### config.mk
export PLATFORM = sky130hd
export DESIGN_NAME = renameTop
export DESIGN_NICKNAME = d
export VERILOG_FILES = /design/src/renamePkg.sv /design/src/renameTable.sv /design/src/tagBuffer.sv /design/src/renameStage.sv /design/src/renameTop.sv
export SDC_FILE = /design/constraint.sdc
export NUM_CORES = 2
export LEC_CHECK = 0
export BUFFER_PORTS_ARGS = -buffer_cell sky130_fd_sc_hd__buf_2
export CORE_UTILIZATION = 45
export DETAILED_ROUTE_END_ITERATION = 8
export SETUP_SLACK_MARGIN = 0.05
export SYNTH_ARGS = -nofsm -noshare
export SYNTH_HDL_FRONTEND = slang
export SYNTH_SLANG_ARGS = --single-unit
### constraint.sdc
create_clock -name clk -period 19.7 [get_ports clk]
set_input_delay 0.985 -clock clk [delete_from_list [all_inputs] [get_ports clk]]
set_output_delay 0.985 -clock clk [all_outputs]
set_load 0.02 [all_outputs]
### src/renamePkg.sv
package renamePkg;

    // Architectural and physical register file sizes
    localparam int numArchRegs = 32;
    localparam int numTags = 64;

    localparam int regIdWidth = 5;
    localparam int tagWidth = 6;
    localparam int sqNWidth = 7;

    // Wide enough to count every free tag of the FIFO
    localparam int countWidth = 7;

    typedef logic [regIdWidth-1:0] RegId;
    typedef logic [tagWidth-1:0] Tag;

    // Wraps around, compare with signed differences
    typedef logic [sqNWidth-1:0] SqN;

    // Target unit, only carried through rename
    typedef enum logic [2:0] {
        fuInt,
        fuMul,
        fuDiv,
        fuLsu,
        fuBranch
    } FuType;

    // Op as it leaves decode
    typedef struct packed {
        logic valid;
        RegId rs1;
        RegId rs2;
        RegId rd;
        FuType fu;
        logic [31:0] imm;
    } DecUop;

    // Op after rename, toward the issue queues
    typedef struct packed {
        logic valid;
        Tag tagA;
        logic availA;
        Tag tagB;
        logic availB;
        logic hasDst;
        Tag tagDst;
        RegId rd;
        SqN sqN;
        FuType fu;
        logic [31:0] imm;
    } RenUop;

    // In-order commit from the ROB
    typedef struct packed {
        logic valid;
        RegId rd;
        Tag tagDst;
    } CommitUop;

    // Result broadcast, marks a tag ready
    typedef struct packed {
        logic valid;
        Tag tag;
    } WbUop;

    // sqN is the youngest op that survives the flush
    typedef struct packed {
        logic taken;
        SqN sqN;
    } BranchInfo;

endpackage

### src/renameTable.sv
`timescale 1ns/1ps

module renameTable #(
    parameter int issueWidth = 2,
    parameter int commitWidth = 2,
    parameter int wbWidth = 2
) (
    input logic clk,
    input logic rst,

    input renamePkg::RegId lookupIds [2*issueWidth],
    output renamePkg::Tag lookupTags [2*issueWidth],
    output logic lookupAvail [2*issueWidth],

    input logic issueValid [issueWidth],
    input renamePkg::RegId issueIds [issueWidth],
    input renamePkg::Tag issueTags [issueWidth],

    input renamePkg::CommitUop commitUop [commitWidth],
    output renamePkg::Tag commitPrevTags [commitWidth],

    input renamePkg::WbUop wbUop [wbWidth],
    input renamePkg::BranchInfo branch
);

    localparam int numRegs = renamePkg::numArchRegs;

    renamePkg::Tag specMap [numRegs];
    renamePkg::Tag comMap [numRegs];
    renamePkg::Tag comMapNext [numRegs];
    logic [renamePkg::numTags-1:0] ready;

    // Source lookup against the speculative map
    always_comb begin
        for (int i = 0; i < 2*issueWidth; i++) begin
            lookupTags[i] = specMap[lookupIds[i]];
            lookupAvail[i] = ready[lookupTags[i]];
            // A result broadcast this cycle already counts as ready
            for (int w = 0; w < wbWidth; w++) begin
                if (wbUop[w].valid && wbUop[w].tag == lookupTags[i]) begin
                    lookupAvail[i] = 1'b1;
                end
            end
        end
    end

    // Tag that each commit slot replaces in the committed map
    always_comb begin
        for (int i = 0; i < commitWidth; i++) begin
            commitPrevTags[i] = comMap[commitUop[i].rd];
            // An older slot of the same group may have remapped this rd already
            for (int j = 0; j < i; j++) begin
                if (commitUop[j].valid && commitUop[j].rd == commitUop[i].rd) begin
                    commitPrevTags[i] = commitUop[j].tagDst;
                end
            end
        end
    end

    // Committed map after this cycle's commits, newest slot last
    always_comb begin
        comMapNext = comMap;
        for (int i = 0; i < commitWidth; i++) begin
            if (commitUop[i].valid && commitUop[i].rd != '0) begin
                comMapNext[commitUop[i].rd] = commitUop[i].tagDst;
            end
        end
    end

    always_ff @(posedge clk) begin
        if (rst) begin
            // Identity mapping, every tag holds a value
            for (int r = 0; r < numRegs; r++) begin
                specMap[r] <= renamePkg::Tag'(r);
                comMap[r] <= renamePkg::Tag'(r);
            end
            ready <= '1;
        end else begin
            comMap <= comMapNext;

            if (branch.taken) begin
                // Drop everything speculative
                specMap <= comMapNext;
            end else begin
                // Later slots overwrite earlier ones with the same rd
                for (int i = 0; i < issueWidth; i++) begin
                    if (issueValid[i]) begin
                        specMap[issueIds[i]] <= issueTags[i];
                    end
                end
            end

            for (int i = 0; i < issueWidth; i++) begin
                if (issueValid[i] && !branch.taken) begin
                    ready[issueTags[i]] <= 1'b0;
                end
            end

            for (int w = 0; w < wbWidth; w++) begin
                if (wbUop[w].valid) begin
                    ready[wbUop[w].tag] <= 1'b1;
                end
            end
        end
    end

endmodule

### src/tagBuffer.sv
`timescale 1ns/1ps

module tagBuffer #(
    parameter int issueWidth = 2,
    parameter int commitWidth = 2
) (
    input logic clk,
    input logic rst,

    input logic allocValid [issueWidth],
    output renamePkg::Tag freeTags [issueWidth],
    output logic [renamePkg::countWidth-1:0] freeCount,

    input renamePkg::CommitUop commitUop [commitWidth],
    input renamePkg::Tag commitPrevTags [commitWidth],

    input renamePkg::BranchInfo branch
);

    // One slot per tag that is not part of the initial identity map
    localparam int depth = renamePkg::numTags - renamePkg::numArchRegs;
    // Extra wrap bit tells a full FIFO from an empty one
    localparam int ptrBits = $clog2(depth) + 1;
    localparam int countBits = renamePkg::countWidth;

    renamePkg::Tag fifo [depth];

    logic [ptrBits-1:0] specHead;
    logic [ptrBits-1:0] comHead;
    logic [ptrBits-1:0] tail;
    logic [ptrBits-1:0] fillLevel;

    logic [ptrBits-1:0] allocCount;
    logic [ptrBits-1:0] readPtr [issueWidth];

    logic pushValid [commitWidth];
    logic [ptrBits-1:0] pushPtr [commitWidth];
    logic [ptrBits-1:0] pushCount;

    // Next free tags in FIFO order, starting at the speculative head
    always_comb begin
        allocCount = '0;
        for (int k = 0; k < issueWidth; k++) begin
            readPtr[k] = specHead + ptrBits'(k);
            freeTags[k] = fifo[readPtr[k][ptrBits-2:0]];
            if (allocValid[k]) begin
                allocCount = allocCount + 1'b1;
            end
        end
    end

    // Every commit that writes a register frees exactly one tag
    always_comb begin
        pushCount = '0;
        for (int i = 0; i < commitWidth; i++) begin
            pushValid[i] = commitUop[i].valid && commitUop[i].rd != '0;
            pushPtr[i] = tail + pushCount;
            if (pushValid[i]) begin
                pushCount = pushCount + 1'b1;
            end
        end
    end

    assign fillLevel = tail - specHead;
    assign freeCount = countBits'(fillLevel);

    always_ff @(posedge clk) begin
        if (rst) begin
            for (int i = 0; i < depth; i++) begin
                fifo[i] <= renamePkg::Tag'(renamePkg::numArchRegs + i);
            end
            specHead <= '0;
            comHead <= '0;
            // Full at reset
            tail <= ptrBits'(depth);
        end else begin
            for (int i = 0; i < commitWidth; i++) begin
                if (pushValid[i]) begin
                    fifo[pushPtr[i][ptrBits-2:0]] <= commitPrevTags[i];
                end
            end
            tail <= tail + pushCount;
            comHead <= comHead + pushCount;

            // Rewind to the committed head including this cycle's commits
            if (branch.taken) begin
                specHead <= comHead + pushCount;
            end else begin
                specHead <= specHead + allocCount;
            end
        end
    end

endmodule

### src/renameStage.sv
`timescale 1ns/1ps

module renameStage #(
    parameter int issueWidth = 2,
    parameter int wbWidth = 2
) (
    input logic clk,
    input logic rst,
    input logic frontEn,
    input logic outStall,

    input renamePkg::DecUop decUop [issueWidth],
    output renamePkg::RenUop renUop [issueWidth],
    output logic stall,
    output renamePkg::SqN nextSqN,

    output renamePkg::RegId lookupIds [2*issueWidth],
    input renamePkg::Tag lookupTags [2*issueWidth],
    input logic lookupAvail [2*issueWidth],

    output logic issueValid [issueWidth],
    output renamePkg::RegId issueIds [issueWidth],
    output renamePkg::Tag issueTags [issueWidth],

    output logic allocValid [issueWidth],
    input renamePkg::Tag freeTags [issueWidth],
    input logic [renamePkg::countWidth-1:0] freeCount,

    input renamePkg::WbUop wbUop [wbWidth],
    input renamePkg::BranchInfo branch
);

    localparam int slotBits = (issueWidth > 1) ? $clog2(issueWidth) : 1;

    renamePkg::SqN seqCounter;
    renamePkg::SqN groupCount;
    renamePkg::SqN opSqN [issueWidth];

    logic needTag [issueWidth];
    logic [slotBits-1:0] tagIdx [issueWidth];
    logic [renamePkg::countWidth-1:0] tagsNeeded;
    renamePkg::Tag newTag [issueWidth];

    renamePkg::RenUop renamed [issueWidth];
    logic accept;

    // Slot order decides which free tag and which sequence number each op gets
    always_comb begin
        tagsNeeded = '0;
        groupCount = '0;
        for (int i = 0; i < issueWidth; i++) begin
            // x0 is never renamed
            needTag[i] = decUop[i].valid && decUop[i].rd != '0;
            tagIdx[i] = tagsNeeded[slotBits-1:0];
            opSqN[i] = seqCounter + groupCount;
            if (needTag[i]) begin
                tagsNeeded = tagsNeeded + 1'b1;
            end
            if (decUop[i].valid) begin
                groupCount = groupCount + 1'b1;
            end
        end
    end

    assign stall = outStall || (tagsNeeded > freeCount);
    assign accept = frontEn && !stall && !branch.taken;
    assign nextSqN = seqCounter;

    always_comb begin
        for (int i = 0; i < issueWidth; i++) begin
            newTag[i] = needTag[i] ? freeTags[tagIdx[i]] : '0;

            lookupIds[2*i] = decUop[i].rs1;
            lookupIds[2*i+1] = decUop[i].rs2;

            issueValid[i] = accept && needTag[i];
            issueIds[i] = decUop[i].rd;
            issueTags[i] = newTag[i];
            allocValid[i] = accept && needTag[i];
        end
    end

    // Build the renamed group, with bypass from older slots of the same group
    always_comb begin
        for (int i = 0; i < issueWidth; i++) begin
            renamed[i].valid = decUop[i].valid;
            renamed[i].tagA = lookupTags[2*i];
            renamed[i].availA = lookupAvail[2*i];
            renamed[i].tagB = lookupTags[2*i+1];
            renamed[i].availB = lookupAvail[2*i+1];
            renamed[i].hasDst = needTag[i];
            renamed[i].tagDst = newTag[i];
            renamed[i].rd = decUop[i].rd;
            renamed[i].sqN = opSqN[i];
            renamed[i].fu = decUop[i].fu;
            renamed[i].imm = decUop[i].imm;

            // Youngest older writer wins, its result cannot be ready yet
            for (int j = 0; j < i; j++) begin
                if (needTag[j] && decUop[j].rd == decUop[i].rs1) begin
                    renamed[i].tagA = newTag[j];
                    renamed[i].availA = 1'b0;
                end
                if (needTag[j] && decUop[j].rd == decUop[i].rs2) begin
                    renamed[i].tagB = newTag[j];
                    renamed[i].availB = 1'b0;
                end
            end
        end
    end

    always_ff @(posedge clk) begin
        if (rst) begin
            seqCounter <= '0;
            for (int i = 0; i < issueWidth; i++) begin
                renUop[i].valid <= 1'b0;
            end
        end else if (branch.taken) begin
            // A flush drops every op that is not committed
            seqCounter <= branch.sqN + 1'b1;
            for (int i = 0; i < issueWidth; i++) begin
                renUop[i].valid <= 1'b0;
            end
        end else if (accept) begin
            seqCounter <= seqCounter + groupCount;
            renUop <= renamed;
        end else if (outStall) begin
            // Held ops are read later, so keep their ready bits current
            for (int w = 0; w < wbWidth; w++) begin
                for (int i = 0; i < issueWidth; i++) begin
                    if (wbUop[w].valid && renUop[i].valid) begin
                        if (renUop[i].tagA == wbUop[w].tag) begin
                            renUop[i].availA <= 1'b1;
                        end
                        if (renUop[i].tagB == wbUop[w].tag) begin
                            renUop[i].availB <= 1'b1;
                        end
                    end
                end
            end
        end else begin
            for (int i = 0; i < issueWidth; i++) begin
                renUop[i].valid <= 1'b0;
            end
        end
    end

endmodule

### src/renameTop.sv
`timescale 1ns/1ps

module renameTop #(
    parameter int issueWidth = 2,
    parameter int commitWidth = 2,
    parameter int wbWidth = 2
) (
    input logic clk,
    input logic rst,

    input renamePkg::DecUop decUop [issueWidth],
    input logic frontEn,
    input logic outStall,
    input renamePkg::CommitUop commitUop [commitWidth],
    input renamePkg::WbUop wbUop [wbWidth],
    input renamePkg::BranchInfo branch,

    output renamePkg::RenUop renUop [issueWidth],
    output logic stall,
    output renamePkg::SqN nextSqN
);

    // Stage to table
    renamePkg::RegId lookupIds [2*issueWidth];
    renamePkg::Tag lookupTags [2*issueWidth];
    logic lookupAvail [2*issueWidth];
    logic issueValid [issueWidth];
    renamePkg::RegId issueIds [issueWidth];
    renamePkg::Tag issueTags [issueWidth];

    // Stage to free-tag FIFO
    logic allocValid [issueWidth];
    renamePkg::Tag freeTags [issueWidth];
    logic [renamePkg::countWidth-1:0] freeCount;

    // Table to free-tag FIFO
    renamePkg::Tag commitPrevTags [commitWidth];

    renameTable #(
        .issueWidth(issueWidth),
        .commitWidth(commitWidth),
        .wbWidth(wbWidth)
    ) renameTable_inst (
        .clk(clk),
        .rst(rst),
        .lookupIds(lookupIds),
        .lookupTags(lookupTags),
        .lookupAvail(lookupAvail),
        .issueValid(issueValid),
        .issueIds(issueIds),
        .issueTags(issueTags),
        .commitUop(commitUop),
        .commitPrevTags(commitPrevTags),
        .wbUop(wbUop),
        .branch(branch)
    );

    tagBuffer #(
        .issueWidth(issueWidth),
        .commitWidth(commitWidth)
    ) tagBuffer_inst (
        .clk(clk),
        .rst(rst),
        .allocValid(allocValid),
        .freeTags(freeTags),
        .freeCount(freeCount),
        .commitUop(commitUop),
        .commitPrevTags(commitPrevTags),
        .branch(branch)
    );

    renameStage #(
        .issueWidth(issueWidth),
        .wbWidth(wbWidth)
    ) renameStage_inst (
        .clk(clk),
        .rst(rst),
        .frontEn(frontEn),
        .outStall(outStall),
        .decUop(decUop),
        .renUop(renUop),
        .stall(stall),
        .nextSqN(nextSqN),
        .lookupIds(lookupIds),
        .lookupTags(lookupTags),
        .lookupAvail(lookupAvail),
        .issueValid(issueValid),
        .issueIds(issueIds),
        .issueTags(issueTags),
        .allocValid(allocValid),
        .freeTags(freeTags),
        .freeCount(freeCount),
        .wbUop(wbUop),
        .branch(branch)
    );

endmodule

==> metrics.md <==
| Metric | Value |
|---|---|
| Clock skew | `59.9 ps` |
| Drt first-iter violations | `7998` |
| Clk pin slew, worst setup/hold paths | `60 ps` |
| LEAKAGE | `0.0200 µW` |
| Fill count | `11100` |
| Detailed Routing Iterations Pass 1 | `6` |
| DR vias | `51000` |
| Clk buf depth | `3` |
| I/O pin count | `298` |
| Clock power share | `0.389` |
| Resize count post-CTS | `0` |
| Hold Crit Class | `in2reg` |
| Crit path time final | `5970 ps` |
| Syn nets | `5632` |
| Flop pwr share | `0.394` |
| CP arrival | `6270 ps` |
| Routed WL | `250000 µm` |
| Die area | `123000 µm²` |
| Sw Pwr | `1550 µW` |
| Synth Area per Inst | `10.1 µm²` |
| H-tree depth | `3` |
| Post-Syn Area | `54900 µm²` |
| Peak VDD IR | `0.0000705 V` |
| Largest net degree at the start of global routing | `124` |
| GRT Util Overall | `0.396` |
| Port-buffer cells | `297` |
| Flops & latches, synth | `803` |
| Unrepaired setup endpoints after global routing | `no` |
| Die Height | `351 µm` |
| Area grow syn2layout | `10.1%` |
| Slew Viols, Final | `0` |
| Seq/Total Area, Yosys | `0.353` |
| CTS tree | `done` |
| Setup crit start kind | `primary input` |
| Total gr overflow | `0` |
| # DRC | `0` |
| Finish-stage setup viols | `0` |
| Actual slew at the worst max-slew pin | `1180 ps` |
| P per Cell Area | `77.5 nW/µm²` |
| Most frequent cells in the layout | `nand2_1, mux2i_1, dfxtp_1` |
| Synth Warn # | `0` |
| Sink Count | `803` |
| WS Path Type | `in2reg` |
| GP Congestion | `1.04` |
| Post-synth EDFFs | `328` |
| Switching fraction of total power | `0.331` |
| F_max | `168 MHz` |
| Post-route ant nets | `0` |
| Slew headroom | `0.212` |
| Layout cells sized above 1 | `0.215` |
| Setup TNS | `0 ps` |
| Nets@finish | `5610` |
| Crit share post-route | `0.303` |
| Maxcap violations | `0` |
| Final hold violation count | `0` |
| Floorplan row count | `127` |
| Root Driver | `clkbuf_16` |
| Synthesized instance count | `5450` |
| Vias in the first global route | `46900` |
| Die width | `351 µm` |
| Clock latency on the worst-skew pair | `730 ps` |
| PnR worst setup slack | `13730 ps` |
| Comb power frac | `0.217` |
| CTS buffer count | `94` |
| Worst setup EP type | `register` |
| Hold-fix buffers, CTS | `0` |
| CP required | `20000 ps` |
| # placed instances | `6944` |
| Commonest non-fill, non-tap cell in the layout | `nand2_1` |
| Synth cell types | `99` |
| Status | `completed` |
| Initial antenna violation count | `18` |
| Main synth FF type | `dfxtp_1` |
| Setup bufs post-CTS | `0` |
| Asr flop ratio synth | `0` |
| Layout Cells excl Fill | `7122` |
| Max Fanout on Critical Path | `71` |
| DR vias/cell | `7.16` |
| Setup slack at placement | `13060 ps` |
| Final HPWL DP | `178000 µm` |
| Routed wire per std cell | `35.1 µm` |
| First-pass GRT wire length | `352000 µm` |
| Cell internal pwr | `3130 µW` |
| Core area | `120000 µm²` |
| Initial Util | `0.456` |
[flip-flops by register name, summed over array words and instances (netlist names)]
name and count:
renameTable_inst.ready 64, tagBuffer_inst.tail 6, tagBuffer_inst.specHead 6, renameStage_inst.renUop 138, tagBuffer_inst.fifo 192, renameTable_inst.comMap 192
renameStage_inst.nextSqN 7, tagBuffer_inst.comHead 6, renameTable_inst.specMap 192
[stage by stage]
step	total power, µW	utilization	hold WS [ps]	cell area (µm²)
6_report	4680	0.502	474	60400
3_5_place_dp	2860	0.475	500	57300
5_1_grt	4770	0.502	453	60400
4_1_cts	4650	0.502	439	60400
2_1_floorplan	2480	-	430	54900
3_3_place_gp	2850	0.475	494	57300
[critical path: stages]
cell and delay [ps]:
buf_2 120, nor2_1 680, nand2_1 120, nand2_1 530, inv_1 220, ha_1 340
inv_1 60, ha_1 130, inv_1 40, a21oi_1 130, a21oi_1 70, and2_2 190
buf_4 260, a21oi_1 580, and2_4 890, buf_4 750
[per-layer routing]
layer | global-route usage | part of all wire | vias to the layer above
li1 | - | - | 21000
met5 | 0 | 0.00027 | -
met4 | 0.199 | 0.060 | 12
met2 | 0.569 | 0.42 | 4109
met3 | 0.133 | 0.15 | 744
met1 | 0.530 | 0.38 | 25100
[power groups by stage]
stage	registers [µW]	clock network (µW)	logic, µW
floorplan	1850	0	632
global placement	1870	0	977
detailed placement	1870	0	982
global route	1840	1880	1040
CTS	1840	1830	985
finish	1840	1820	1020
[cell usage after synthesis (all sizes together) (150+ instances only)]
cell type	count	share of area
nand2	493	0.034
mux2i	482	0.088
dfxtp	475	0.17
nor2	423	0.029
mux4	368	0.15
clkbuf	353	0.024
edfxtp	328	0.18
o21ai	234	0.021
a22oi	233	0.032
o22ai	177	0.020
buf	173	0.018
nand3	172	0.016
mux2	150	0.031
[path summary, 6_finish.rpt]
| check | endpoint | startpoint | depth (start not counted) | slack [ps] |
|---|---|---|---|---|
| max reg2reg | renameStage_inst.renUop[121]$_DFFE_PP_ | tagBuffer_inst.specHead[1]$_SDFF_PP0_ | 13 | 14190 |
| max | renameStage_inst.renUop[121]$_DFFE_PP_ | decUop[38] | 16 | 13730 |
| min reg2reg | tagBuffer_inst.comHead[5]$_SDFF_PP0_ | tagBuffer_inst.comHead[5]$_SDFF_PP0_ | 2 | 510 |
| min | renameStage_inst.renUop[23]$_DFFE_PP_ | decUop[23] | 1 | 470 |
[area by class of cell]
class,instances,area [µm²],share of cell area
repair buffers,408,2360,0.0390
flip-flops and latches,803,19400,0.320
multi-input cells,4042,33200,0.550
inverters,79,299,0.00495
well taps,1612,2020,0.0334
diodes,4,10.0,0.000166
clock inverters,45,546,0.00903
clock buffers,129,2630,0.0434
[kinds of logic (layout without fill, tap and decap cells)]
group                      after synthesis  in the layout  synth area share
and+or+nand+nor                       1603           1603             0.138
adders and majority gates               30             30           0.00752
xor gates and xnor gates               141            141            0.0228
AOI/OAI and AO/OA                     1268           1268             0.160
muxes                                 1000           1000             0.271
buffers and inverters                  605            661            0.0474
other                                    0              4                 0
DFF                                    803            803             0.353
Power figures use the tool's default switching activity.
